<file path="src/verilog/rv_decode_pkg.sv">
package rv_decode_pkg;

    typedef logic [63:0] xlen_t;       // regs, csrs, pc, imm, operands
    typedef logic [31:0] inst_t;       // raw instruction word
    typedef logic [4:0]  reg_idx_t;    // x0..x31
    typedef logic [11:0] csr_addr_t;   // inst[31:20] of a csr op
    typedef logic [14:0] inst_type_t;  // one-hot class, all zero if unknown

    // bit positions inside inst_type_t
    typedef enum int unsigned {
        CLS_LUI    = 0,
        CLS_AUIPC  = 1,
        CLS_JAL    = 2,
        CLS_JALR   = 3,
        CLS_BRANCH = 4,
        CLS_LOAD   = 5,
        CLS_STORE  = 6,
        CLS_ALU_I  = 7,
        CLS_ALU_R  = 8,
        CLS_ALU_IW = 9,
        CLS_ALU_RW = 10,
        CLS_CSR    = 11,
        CLS_EBREAK = 12,
        CLS_ECALL  = 13,
        CLS_MRET   = 14
    } inst_class_e;

    // operand b source
    typedef enum logic [1:0] {
        SRC_B_REG   = 2'd0,  // gpr[rs2]
        SRC_B_CSR   = 2'd1,  // csr picked by address field
        SRC_B_MTVEC = 2'd2,  // ecall target
        SRC_B_MEPC  = 2'd3   // mret target
    } src_b_sel_e;

    localparam logic [6:0] OPC_LUI       = 7'b0110111;
    localparam logic [6:0] OPC_AUIPC     = 7'b0010111;
    localparam logic [6:0] OPC_JAL       = 7'b1101111;
    localparam logic [6:0] OPC_JALR      = 7'b1100111;
    localparam logic [6:0] OPC_BRANCH    = 7'b1100011;
    localparam logic [6:0] OPC_LOAD      = 7'b0000011;
    localparam logic [6:0] OPC_STORE     = 7'b0100011;
    localparam logic [6:0] OPC_OP_IMM    = 7'b0010011;
    localparam logic [6:0] OPC_OP        = 7'b0110011;
    localparam logic [6:0] OPC_OP_IMM_32 = 7'b0011011;
    localparam logic [6:0] OPC_OP_32     = 7'b0111011;
    localparam logic [6:0] OPC_SYSTEM    = 7'b1110011;  // csr, ecall, ebreak, mret

    localparam inst_t INST_ECALL  = 32'h0000_0073;
    localparam inst_t INST_EBREAK = 32'h0010_0073;
    localparam inst_t INST_MRET   = 32'h3020_0073;

    localparam csr_addr_t CSR_MSTATUS = 12'h300;
    localparam csr_addr_t CSR_MTVEC   = 12'h305;
    localparam csr_addr_t CSR_MEPC    = 12'h341;
    localparam csr_addr_t CSR_MCAUSE  = 12'h342;

endpackage
</file>
<file path="src/verilog/decode_stage_top.sv">
`timescale 1ns/100ps

// operand request from decode, answered in the same cycle
interface operand_if import rv_decode_pkg::*; ();
    reg_idx_t   rs1;
    reg_idx_t   rs2;
    csr_addr_t  csr_addr;
    src_b_sel_e b_sel;
    xlen_t      src_a;
    xlen_t      src_b;

    modport requester (output rs1, rs2, csr_addr, b_sel, input src_a, src_b);
    modport responder (input rs1, rs2, csr_addr, b_sel, output src_a, src_b);
endinterface


</file>
<file path="src/verilog/decode_unit.sv">
`timescale 1ns/100ps

module decode_unit import rv_decode_pkg::*; #(
    parameter int QUEUE_DEPTH = 16,
    parameter int QUEUE_SLACK = 4
) (
    input  logic       clk,
    input  logic       reset,
    input  logic       flush,          // branch flush
    input  logic       fetch_valid,
    output logic       fetch_ready,    // credit, low at almost full
    input  xlen_t      fetch_pc,
    input  inst_t      fetch_inst,
    output logic       dec_valid,
    input  logic       dec_ready,
    output xlen_t      dec_pc,
    output inst_t      dec_inst,
    output reg_idx_t   dec_rd,
    output reg_idx_t   dec_rs1,
    output reg_idx_t   dec_rs2,
    output logic [2:0] dec_funct3,
    output inst_type_t dec_type,
    output xlen_t      dec_imm,
    input  logic       ex_load_valid,  // load sitting in execute
    input  reg_idx_t   ex_load_rd,
    operand_if.requester ops
);

    logic       q_wr_en;
    logic       q_rd_en;
    xlen_t      q_pc;
    inst_t      q_inst;
    logic       q_almost_full;
    logic       q_empty;
    logic       advance;        // decode register may take a new item
    logic       stall;          // load-use interlock
    logic       reg_valid;
    xlen_t      reg_pc;
    inst_t      reg_inst;
    inst_t      inst;           // word actually decoded
    logic [6:0] opcode;
    logic [2:0] funct3;
    inst_type_t itype;
    logic       rs2_used;

    assign advance     = dec_ready && !stall;
    assign q_wr_en     = fetch_valid && !(q_empty && advance);  // else bypass
    assign q_rd_en     = advance && !q_empty;
    assign fetch_ready = !q_almost_full;

    inst_queue #(
        .DEPTH (QUEUE_DEPTH),
        .SLACK (QUEUE_SLACK)
    ) u_queue (
        .clk         (clk),
        .reset       (reset),
        .clear       (flush),
        .wr_en       (q_wr_en),
        .wr_pc       (fetch_pc),
        .wr_inst     (fetch_inst),
        .rd_en       (q_rd_en),
        .rd_pc       (q_pc),
        .rd_inst     (q_inst),
        .almost_full (q_almost_full),
        .empty       (q_empty)
    );

    always_ff @(posedge clk) begin
        if (reset || flush) begin
            reg_valid <= 1'b0;
        end else if (advance) begin
            reg_valid <= q_empty ? fetch_valid : 1'b1;
        end
    end

    // payload, valid bit above qualifies it
    always_ff @(posedge clk) begin
        if (advance) begin
            reg_pc   <= q_empty ? fetch_pc : q_pc;
            reg_inst <= q_empty ? fetch_inst : q_inst;
        end
    end

    assign inst   = reg_valid ? reg_inst : '0;  // empty slot decodes as zero
    assign opcode = inst[6:0];
    assign funct3 = inst[14:12];

    always_comb begin
        itype              = '0;
        itype[CLS_LUI]     = (opcode == OPC_LUI);
        itype[CLS_AUIPC]   = (opcode == OPC_AUIPC);
        itype[CLS_JAL]     = (opcode == OPC_JAL);
        itype[CLS_JALR]    = (opcode == OPC_JALR);
        itype[CLS_BRANCH]  = (opcode == OPC_BRANCH);
        itype[CLS_LOAD]    = (opcode == OPC_LOAD);
        itype[CLS_STORE]   = (opcode == OPC_STORE);
        itype[CLS_ALU_I]   = (opcode == OPC_OP_IMM);
        itype[CLS_ALU_R]   = (opcode == OPC_OP);
        itype[CLS_ALU_IW]  = (opcode == OPC_OP_IMM_32);
        itype[CLS_ALU_RW]  = (opcode == OPC_OP_32);
        itype[CLS_CSR]     = (opcode == OPC_SYSTEM) && (funct3 != 3'b000);
        itype[CLS_EBREAK]  = (inst == INST_EBREAK);
        itype[CLS_ECALL]   = (inst == INST_ECALL);
        itype[CLS_MRET]    = (inst == INST_MRET);
    end

    imm_gen u_imm (
        .inst  (inst),
        .itype (itype),
        .imm   (dec_imm)
    );

    // rs2 only matters for the hazard on reg-reg ops and branches
    assign rs2_used = itype[CLS_BRANCH] || itype[CLS_ALU_R] || itype[CLS_ALU_RW];
    assign stall    = reg_valid && ex_load_valid && (ex_load_rd != '0)
                    && ((ex_load_rd == dec_rs1) || (rs2_used && (ex_load_rd == dec_rs2)));

    assign ops.rs1      = dec_rs1;
    assign ops.rs2      = dec_rs2;
    assign ops.csr_addr = inst[31:20];

    always_comb begin
        if (itype[CLS_CSR]) begin
            ops.b_sel = SRC_B_CSR;
        end else if (itype[CLS_ECALL]) begin
            ops.b_sel = SRC_B_MTVEC;
        end else if (itype[CLS_MRET]) begin
            ops.b_sel = SRC_B_MEPC;
        end else begin
            ops.b_sel = SRC_B_REG;
        end
    end

    assign dec_valid  = reg_valid && !stall;  // held item reappears after stall
    assign dec_pc     = reg_pc;
    assign dec_inst   = inst;
    assign dec_rd     = inst[11:7];
    assign dec_rs1    = inst[19:15];
    assign dec_rs2    = inst[24:20];
    assign dec_funct3 = funct3;
    assign dec_type   = itype;

endmodule

</file>
<file path="src/verilog/imm_gen.sv">
`timescale 1ns/100ps

module imm_gen import rv_decode_pkg::*; (
    input  inst_t      inst,
    input  inst_type_t itype,   // one-hot class from decode
    output xlen_t      imm
);

    xlen_t imm_i;
    xlen_t imm_s;
    xlen_t imm_b;
    xlen_t imm_u;
    xlen_t imm_j;
    logic  sign;

    assign sign = inst[31];  // every layout sign-extends from bit 31

    // loads, jalr, alu immediates, csr
    assign imm_i = {{52{sign}}, inst[31:20]};

    // stores split the offset around rs2
    assign imm_s = {{52{sign}}, inst[31:25], inst[11:7]};

    // branch offset, halfword aligned
    assign imm_b = {{51{sign}}, inst[31], inst[7], inst[30:25], inst[11:8], 1'b0};

    // lui and auipc, low 12 bits zero
    assign imm_u = {{32{sign}}, inst[31:12], 12'b0};

    // jal offset, halfword aligned
    assign imm_j = {{43{sign}}, inst[31], inst[19:12], inst[20], inst[30:21], 1'b0};

    always_comb begin
        if (itype[CLS_STORE]) begin
            imm = imm_s;
        end else if (itype[CLS_BRANCH]) begin
            imm = imm_b;
        end else if (itype[CLS_LUI] || itype[CLS_AUIPC]) begin
            imm = imm_u;
        end else if (itype[CLS_JAL]) begin
            imm = imm_j;
        end else begin
            imm = imm_i;        // also unknown and empty slots
        end
    end

endmodule

</file>
<file path="src/verilog/inst_queue.sv">
`timescale 1ns/100ps

module inst_queue import rv_decode_pkg::*; #(
    parameter int DEPTH = 16,  // power of two
    parameter int SLACK = 4    // entries kept free after almost_full
) (
    input  logic  clk,
    input  logic  reset,
    input  logic  clear,        // branch flush, drops all entries
    input  logic  wr_en,
    input  xlen_t wr_pc,
    input  inst_t wr_inst,
    input  logic  rd_en,
    output xlen_t rd_pc,        // head entry, valid when !empty
    output inst_t rd_inst,
    output logic  almost_full,
    output logic  empty
);

    localparam int AW = $clog2(DEPTH);
    localparam int CW = AW + 1;                           // count reaches DEPTH
    localparam logic [CW-1:0] FULL_LEVEL = CW'(DEPTH);
    localparam logic [CW-1:0] AF_LEVEL   = CW'(DEPTH - SLACK);

    xlen_t pc_mem [DEPTH];
    inst_t inst_mem [DEPTH];
    logic [AW-1:0] wr_ptr;
    logic [AW-1:0] rd_ptr;
    logic [CW-1:0] count;
    logic          full;
    logic          do_wr;
    logic          do_rd;

    assign full        = (count == FULL_LEVEL);
    assign empty       = (count == '0);
    assign almost_full = (count >= AF_LEVEL);             // credit threshold
    assign do_wr       = wr_en && !full;                  // overflow writes dropped
    assign do_rd       = rd_en && !empty;

    always_ff @(posedge clk) begin
        if (do_wr) begin
            pc_mem[wr_ptr]   <= wr_pc;
            inst_mem[wr_ptr] <= wr_inst;
        end
    end

    assign rd_pc   = pc_mem[rd_ptr];                      // show-ahead head
    assign rd_inst = inst_mem[rd_ptr];

    always_ff @(posedge clk) begin
        if (reset || clear) begin
            wr_ptr <= '0;
            rd_ptr <= '0;
            count  <= '0;
        end else begin
            if (do_wr) begin
                wr_ptr <= wr_ptr + AW'(1);                // wraps at DEPTH
            end
            if (do_rd) begin
                rd_ptr <= rd_ptr + AW'(1);
            end
            case ({do_wr, do_rd})
                2'b10:   count <= count + CW'(1);
                2'b01:   count <= count - CW'(1);
                default: count <= count;                  // both or neither
            endcase
        end
    end

endmodule

</file>
<file path="src/flat_wrapper.sv">
// flat-port wrapper written by rule: the top's interface ports become plain ports
module decode_unit_flat import rv_decode_pkg::*;
#(
    parameter int QUEUE_DEPTH = 16,
    parameter int QUEUE_SLACK = 4
)
  (clk, reset, flush, fetch_valid, fetch_ready, fetch_pc, fetch_inst, dec_valid, dec_ready, dec_pc, dec_inst, dec_rd, dec_rs1, dec_rs2, dec_funct3, dec_type, dec_imm, ex_load_valid, ex_load_rd, ops_rs1, ops_rs2, ops_csr_addr, ops_b_sel, ops_src_a, ops_src_b);
  operand_if ops_i ();
  input  logic clk;
  input  logic reset;
  input  logic flush;
  input  logic fetch_valid;
  output logic fetch_ready;
  input  xlen_t fetch_pc;
  input  inst_t fetch_inst;
  output logic dec_valid;
  input  logic dec_ready;
  output xlen_t dec_pc;
  output inst_t dec_inst;
  output reg_idx_t dec_rd;
  output reg_idx_t dec_rs1;
  output reg_idx_t dec_rs2;
  output logic [2:0] dec_funct3;
  output inst_type_t dec_type;
  output xlen_t dec_imm;
  input  logic ex_load_valid;
  input  reg_idx_t ex_load_rd;
  output wire logic [$bits(ops_i.rs1)-1:0] ops_rs1;
  output wire logic [$bits(ops_i.rs2)-1:0] ops_rs2;
  output wire logic [$bits(ops_i.csr_addr)-1:0] ops_csr_addr;
  output wire logic [$bits(ops_i.b_sel)-1:0] ops_b_sel;
  input wire logic [$bits(ops_i.src_a)-1:0] ops_src_a;
  input wire logic [$bits(ops_i.src_b)-1:0] ops_src_b;
  assign ops_rs1 = ops_i.rs1;
  assign ops_rs2 = ops_i.rs2;
  assign ops_csr_addr = ops_i.csr_addr;
  assign ops_b_sel = ops_i.b_sel;
  assign ops_i.src_a = ops_src_a;
  assign ops_i.src_b = ops_src_b;
  decode_unit #(.QUEUE_DEPTH(QUEUE_DEPTH), .QUEUE_SLACK(QUEUE_SLACK)) u_core (.clk(clk), .reset(reset), .flush(flush), .fetch_valid(fetch_valid), .fetch_ready(fetch_ready), .fetch_pc(fetch_pc), .fetch_inst(fetch_inst), .dec_valid(dec_valid), .dec_ready(dec_ready), .dec_pc(dec_pc), .dec_inst(dec_inst), .dec_rd(dec_rd), .dec_rs1(dec_rs1), .dec_rs2(dec_rs2), .dec_funct3(dec_funct3), .dec_type(dec_type), .dec_imm(dec_imm), .ex_load_valid(ex_load_valid), .ex_load_rd(ex_load_rd), .ops(ops_i));
endmodule
</file>
<file path="config.mk">
export PLATFORM = sky130hd
export DESIGN_NAME = decode_unit_flat
export DESIGN_NICKNAME = d
export VERILOG_FILES = /design/src/verilog/rv_decode_pkg.sv /design/src/verilog/decode_stage_top.sv /design/src/verilog/decode_unit.sv /design/src/verilog/imm_gen.sv /design/src/verilog/inst_queue.sv /design/src/flat_wrapper.sv
export SDC_FILE = /design/constraint.sdc
export NUM_CORES = 2
export LEC_CHECK = 0
export BUFFER_PORTS_ARGS = -buffer_cell sky130_fd_sc_hd__buf_2
export CAP_MARGIN = 30
export CORE_MARGIN = 2
export CORE_UTILIZATION = 49
export DETAILED_ROUTE_END_ITERATION = 8
export PLACE_DENSITY = 0.75
export SKIP_CTS_REPAIR_TIMING = 1
export SLEW_MARGIN = 20
export SYNTH_ARGS = -nofsm -noshare
export SYNTH_HDL_FRONTEND = slang
export SYNTH_SLANG_ARGS = --single-unit
export TNS_END_PERCENT = 20
</file>
<file path="constraint.sdc">
create_clock -name clk -period 10 [get_ports clk]
set_input_delay 2 -clock clk [delete_from_list [all_inputs] [get_ports clk]]
set_output_delay 2 -clock clk [all_outputs]
set_load 0.02 [all_outputs]
</file>
# [After elaboration in Yosys (flattened, before gate mapping)]
# Memory sizes are Yosys's and may differ from the RTL's. A register that Yosys moved wholly into a read port is not among the register bits.
# Index checks and enable logic that the tools add are counted.
[totals] regBits=110 ram_bits=1536 memories=2
[op_classes] n_addsub=4 n_lt_le_gt_ge=1 eq_ne=20 muxes=18 reduce_logical=26
[memory_table] memory="u_core.u_queue.pc_mem" words=16 width=64 rd=1 rd_clocked_by_memory_dff=1 write_ports=1 line_no="inst_queue.sv:25" source="xlen_t pc_mem [DEPTH];"
[memory_table] memory="u_core.u_queue.inst_mem" words=16 width=32 rd=1 rd_clocked_by_memory_dff=1 write_ports=1 line_no="inst_queue.sv:26" source="inst_t inst_mem [DEPTH];"
[op_table] op="31-bit two-way mux" count=3
[op_table] op="32-bit two-way mux" count=2
[op_table] op="64-bit two-way mux" count=1
[op_table] op="32-bit by 21-bit == test with 1-bit output (second input constant)" count=1
[op_table] op="32-bit by 30-bit == test with 1-bit output (second input constant)" count=1
[op_table] op="32-bit by 7-bit == test with 1-bit output (second input constant)" count=1
[op_table] op="7-bit by 6-bit == test with 1-bit output (second input constant)" count=4
[op_table] op="7-bit == test (second input constant)" count=4
[op_table] op="7-bit by 5-bit == test with 1-bit output (second input constant)" count=3
[op_table] op="20-bit two-way mux" count=1
[op_table] op="4-bit two-way mux" count=4
[op_table] op="1-bit logical AND" count=12
[op_table] op="5-bit == test" count=2
[op_table] op="5-bit one-hot mux with 2 select lines" count=1
[op_table] op="4-bit by 1-bit adder with 4-bit output (second input constant)" count=2
[op_table] op="7-bit by 2-bit == test with 1-bit output (second input constant)" count=1
[op_table] op="2-bit two-way mux" count=3
[op_table] op="5-bit by 1-bit adder with 5-bit output (second input constant)" count=1
[op_table] op="5-bit == test (second input constant)" count=1
[op_table] op="5-bit by 4-bit >= comparator with 1-bit output (second input constant)" count=1
[op_table] op="1-bit logical NOT" count=5
[op_table] op="5-bit logical NOT" count=1
[op_table] op="1-bit logical OR" count=5
[op_table] op="5-bit nonzero test" count=1
[op_table] op="6 further kinds" count=8

# [Longest topological paths before layout]
[logic_depth] word_depth=15 depth_mapped=16

# [Hierarchy]
# Synthesis repeated with hierarchy kept, for this count alone.
[hier_totals] cells_unflattened=2915 area_unflattened_um2=64031.4
[modules_own_cells] module="inst_queue" n_inst=1 cells_per_inst=2464 area_each_um2=58282.1
[modules_own_cells] module="decode_unit" n_inst=1 cells_per_inst=362 area_each_um2=5124.9
[modules_own_cells] module="imm_gen" n_inst=1 cells_per_inst=89 area_each_um2=624.3

# [Least setup slack after synthesis]
# Ideal clock, no wire load.
[synth_timing] path_kind="in2reg" start="input ex_load_rd[0]" end="memory u_core.u_queue.inst_mem[11][0] in the netlist's numbering, enable pin" setup_ns=0.669 t_arrival_ns=9.855 required_time_ns=9.331 slack_ns=-0.523 stages=7 path_cell_list="xor2_1 > a211oi_1 > a211oi_1 > a211oi_2 > buf_6 > nand2_1 > nor3_1"
[synth_via] elab_chain_len=12
[synth_lines] item="start, declared" line_no="flat_wrapper.sv:27" source="input reg_idx_t ex_load_rd;"
[synth_lines] item="5-bit == test" line_no="decode_unit.sv:116" source="&& ((ex_load_rd == dec_rs1) || (rs2_used && (ex_load_rd == dec_rs2)));"
[synth_lines] item="1-bit logical AND" line_no="decode_unit.sv:116"
[synth_lines] item="1-bit logical OR" line_no="decode_unit.sv:116"
[synth_lines] item="1-bit logical AND *" line_no="decode_unit.sv:116"
[synth_lines] item="1-bit logical NOT *" line_no="decode_unit.sv:46" source="assign advance = dec_ready && !stall;"
[synth_lines] item="1-bit logical AND *" line_no="decode_unit.sv:46"
[synth_lines] item="1-bit logical AND *" line_no="decode_unit.sv:47" source="assign q_wr_en = fetch_valid && !(q_empty && advance);"
[synth_lines] item="1-bit logical NOT *" line_no="decode_unit.sv:47"
[synth_lines] item="1-bit logical AND *" line_no="decode_unit.sv:47"
[synth_lines] item="1-bit logical AND *" line_no="inst_queue.sv:37" source="assign do_wr = wr_en && !full;"
[synth_lines] item="1-bit two-way mux *" line_no="inst_queue.sv:41" source="if (do_wr) begin"
[synth_lines] item="1-bit two-way mux (not written as such) *" line_no="inst_queue.sv:43" source="inst_mem[wr_ptr] <= wr_inst;"
[synth_lines] item="end, declared" line_no="inst_queue.sv:26"
# Mark *: on every way between the ends. The rest lies on a longest branch, timed or not.

# [Worst setup path after layout]
[layout_timing] start="register u_core.reg_valid" end="output dec_imm[29]"
[layout_via] elab_chain_len=6
[layout_lines] item="start, declared" line_no="decode_unit.sv:37" source="logic reg_valid;"
[layout_lines] item="start signal, assigned" line_no="decode_unit.sv:72" source="reg_valid <= q_empty ? fetch_valid : 1'b1;"
[layout_lines] item="32-bit two-way mux *" line_no="decode_unit.sv:84" source="assign inst = reg_valid ? reg_inst : '0;"
[layout_lines] item="7-bit by 6-bit == test with 1-bit output / 7-bit by 5-bit == test with 1-bit output (equally long branches)" line_no="decode_unit.sv:90, decode_unit.sv:91"
[layout_lines] item="1-bit logical OR" line_no="imm_gen.sv:38" source="end else if (itype[CLS_LUI] || itype[CLS_AUIPC]) begin"
[layout_lines] item="31-bit two-way mux" line_no="imm_gen.sv:38"
[layout_lines] item="31-bit two-way mux" line_no="imm_gen.sv:36" source="end else if (itype[CLS_BRANCH]) begin"
[layout_lines] item="31-bit two-way mux *" line_no="imm_gen.sv:34" source="if (itype[CLS_STORE]) begin"
[layout_lines] item="end, declared" line_no="flat_wrapper.sv:25" source="output xlen_t dec_imm;"
# Marked as above.

==> summary.md <==
| Metric | Value |
|---|---|
| Die Wd | `between 300 and 400 µm` |
| Slew Limit Fails | `0` |
| R2R Setup Slk | `~4.6 ns` |
| Most frequent cells in the layout | `1,632 x edfxtp_1, 480 x mux4_2, 326 x buf_2` |
| Placeable Area | `roughly 0.13 mm²` |
| Share of layout cells above drive strength 1 | `between 30% and 40%` |
| Top FF cell, synth | `edfxtp_1` |
| Via count | `30,237` |
| Via density | `6.14` |
| Crit start category | `flip-flop` |
| I/O Pins | `about 450` |
| Most common cell after layout, fill and taps aside | `edfxtp_1` |
| Synthesized area per cell | `approximately 24 µm²` |
| Hold slack | `0.485 ns` |
| Placed Cells | `4,635` |
| Synth Register Bits | `around 1,700` |
| Root Buffer | `clkbuf_16` |
| Post-synth EDFFs | `approximately 1,600` |
| Worst VDD drop | `approximately 0.00016 V` |
| Worst-skew pair later-pin latency | `~0.8 ns` |
| Row cnt | `around 130` |
| GP Congestion | `0.835` |
| Final antenna-violating net count | `0` |
| Crit path kind | `reg2out` |
| Worst Tran Pin Value | `~1.1 ns` |
| Antenna violations before repair | `35` |
| Syn Nets | `2,965` |
| GR Util All Layers | `22.5%` |
| Skew final | `about 0.028 ns` |
| Relative slew slack | `between 20% and 30%` |
| First-pass GRT wire length | `217,000 µm` |
| Hold WC Path Type | `reg2reg` |
| Max Fclk | `roughly 0.16 GHz` |
| DRT Pass-1 Iters | `5` |
| Tmin final | `about 6 ns` |
| Hold Crit Depth | `2` |
| Critical Path Sink Type | `output port` |
| Power consumption | `around 14 mW` |
| Ys async rst share | `0%` |
| Reg2Reg Depth | `8` |
| Cts bufs inserted | `approximately 160` |
| Non-Filler Instances | `around 5,000` |
| I/O Buffers | `between 300 and 400` |
| CTS max path bufs | `3` |
| WL/cell | `30.6 µm` |
| Syn Inst Count | `2,722` |
| DRC | `0` |
| CP max FO | `39` |
| DIE AREA | `0.134 mm²` |
| Largest net degree at the start of global routing | `~160` |
| Nets | `about 3,300` |
| Crit path DAT | `roughly 4.2 ns` |
| Die Span Y | `between 300 and 400 µm` |
| DPL Wire Length | `78,600 µm` |
| P per Cell Area | `around 190 mW/mm²` |
| HP Start | `u_core.u_queue.rd_ptr[3]$_SDFFE_PP0P_` |
| Status | `completed` |
| Violation count after the first detailed-route iteration | `3,860` |
| RSZ-0062 raised after global routing | `no` |
| Final number of hold-violating endpoints | `0` |
| Synthesized area | `approximately 0.064 mm²` |
| CTS tree | `yes` |
| Sequential area share after synthesis | `76.9%` |
| Final setup vio count | `0` |
| Reg-to-reg startpoint | `u_core.reg_inst[6]$_DFFE_PN_` |
| Final wirelength | `~150,000 µm` |
| Clk sinks | `between 1,500 and 2,000` |
| Starting Density | `between 40% and 50%` |
| Synthesis Warnings | `0` |
| Area Overhead vs Synth | `12.7%` |
| Final period util | `between 60% and 70%` |
| R2R Path End | `u_core.u_queue.inst_mem[6][12]$_DFFE_PP_` |
| Total grt overflow | `0` |
| Clk pin slew, worst setup/hold paths | `approximately 0.06 ns` |
| Required time worst endpoint | `8.00 ns` |
| # H-tree levels | `4` |
| Static leakage | `between 20 and 25 nW` |
| Max-cap violations | `0` |
| Vias in the first global route | `between 30,000 and 40,000` |
| Post-synth cell types | `56` |
| Fillers | `around 9,300` |
[metrics by stage]
step / util [%] / TNS, ns / worst slack [ns] / instance area (µm²)
floorplan: - / -194.32 / -0.523 / 64200
global placement: 51.9 / 0 / 3.66 / 67400
detailed placement: 52.0 / 0 / 3.69 / 67500
CTS: 55.7 / 0 / 3.79 / 72400
global route: 55.7 / 0 / 3.74 / 72400
finish: 55.8 / 0 / 3.84 / 72400
[synthesized netlist by cell type, drive strengths merged, types with 9 or more instances]
| cell type | instances | share of area [%] |
|---|---|---|
| a21oi | 15 | 0.12 |
| mux2 | 96 | 1.7 |
| mux4 | 480 | 17 |
| nor2 | 46 | 0.27 |
| a21o | 11 | 0.13 |
| nand2 | 42 | 0.25 |
| o21ai | 16 | 0.12 |
| nand3 | 12 | 0.094 |
| dfxtp | 18 | 0.56 |
| nor4 | 12 | 0.13 |
| nor3 | 10 | 0.078 |
| buf | 146 | 1.6 |
| and2 | 21 | 0.20 |
| inv | 21 | 0.12 |
| edfxtp | 1632 | 76 |
| xor2 | 9 | 0.12 |
| clkbuf | 65 | 0.38 |
[state kept, by name, summed over array words and instances, names as in the netlist, named ones only]
register / flops
u_core.u_queue.pc_mem: 1024
u_core.u_queue.count: 5
u_core.dec_pc: 64
u_core.reg_valid: 1
u_core.reg_inst: 32
u_core.u_queue.rd_ptr: 4
u_core.u_queue.wr_ptr: 4
u_core.u_queue.inst_mem: 512
[worst max path at each step]
stage,from,endpoint,slack (ns),depth (start not counted)
final,u_core.reg_valid$_SDFFE_PP0N_,dec_imm[29],3.84,6
after global routing,u_core.reg_valid$_SDFFE_PP0N_,dec_imm[29],3.74,6
after CTS,u_core.reg_inst[1]$_DFFE_PN_,dec_imm[11],3.79,7
after detailed placement,ex_load_rd[0],u_core.u_queue.pc_mem[6][51]$_DFFE_PP_,3.69,9
after global placement,ex_load_rd[0],u_core.u_queue.inst_mem[7][29]$_DFFE_PP_,3.66,8
after floorplan,ex_load_rd[0],u_core.u_queue.inst_mem[11][0]$_DFFE_PP_,-0.52,7
[cell type report]
class | instances | area [µm²] | area share [%]
clock buffer | 186 | 4100 | 5.67
multi-input combinational | 840 | 13600 | 18.8
timing repair buffer | 383 | 2310 | 3.19
sequential | 1650 | 49400 | 68.2
clock inverter | 101 | 709 | 0.980
tap | 1742 | 2180 | 3.01
inverter | 21 | 78.8 | 0.109
antenna | 5 | 12.5 | 0.0173
[worst max-delay path, stage by stage (launching register included)]
cell and delay, ns:
dfxtp_2 0.37, buf_4 0.45, nand2_1 0.46, or3_1 0.63
nand2_1 0.79, o21ai_0 0.41, buf_2 0.28
[metal layers]
layer	GRT usage (%)	routed length, µm
met1	31.3	58800
met2	35.2	71700
met3	6.41	16600
met4	5.93	3340
met5	0	203
[cells by family (layout without fill, tap and decap cells)]
logic type,count (synthesis),count (layout),share of synthesized area (%)
compound gates,64,64,0.674
xor+xnor,14,14,0.191
buf+inv,232,691,2.12
fa+ha+maj,8,8,0.156
other cells,0,5,0
mux,584,584,18.6
simple gates,170,170,1.32
flops,1650,1650,76.9
[power breakdown]
part	switching, mW	internal (mW)	total, mW
Sequential	0.0474	7.67	7.72
Clock	2.52	3.07	5.59
Combinational	0.314	0.180	0.494
Total	2.88	10.9	13.8
Note: power is estimated with default switching activity, not from simulation.
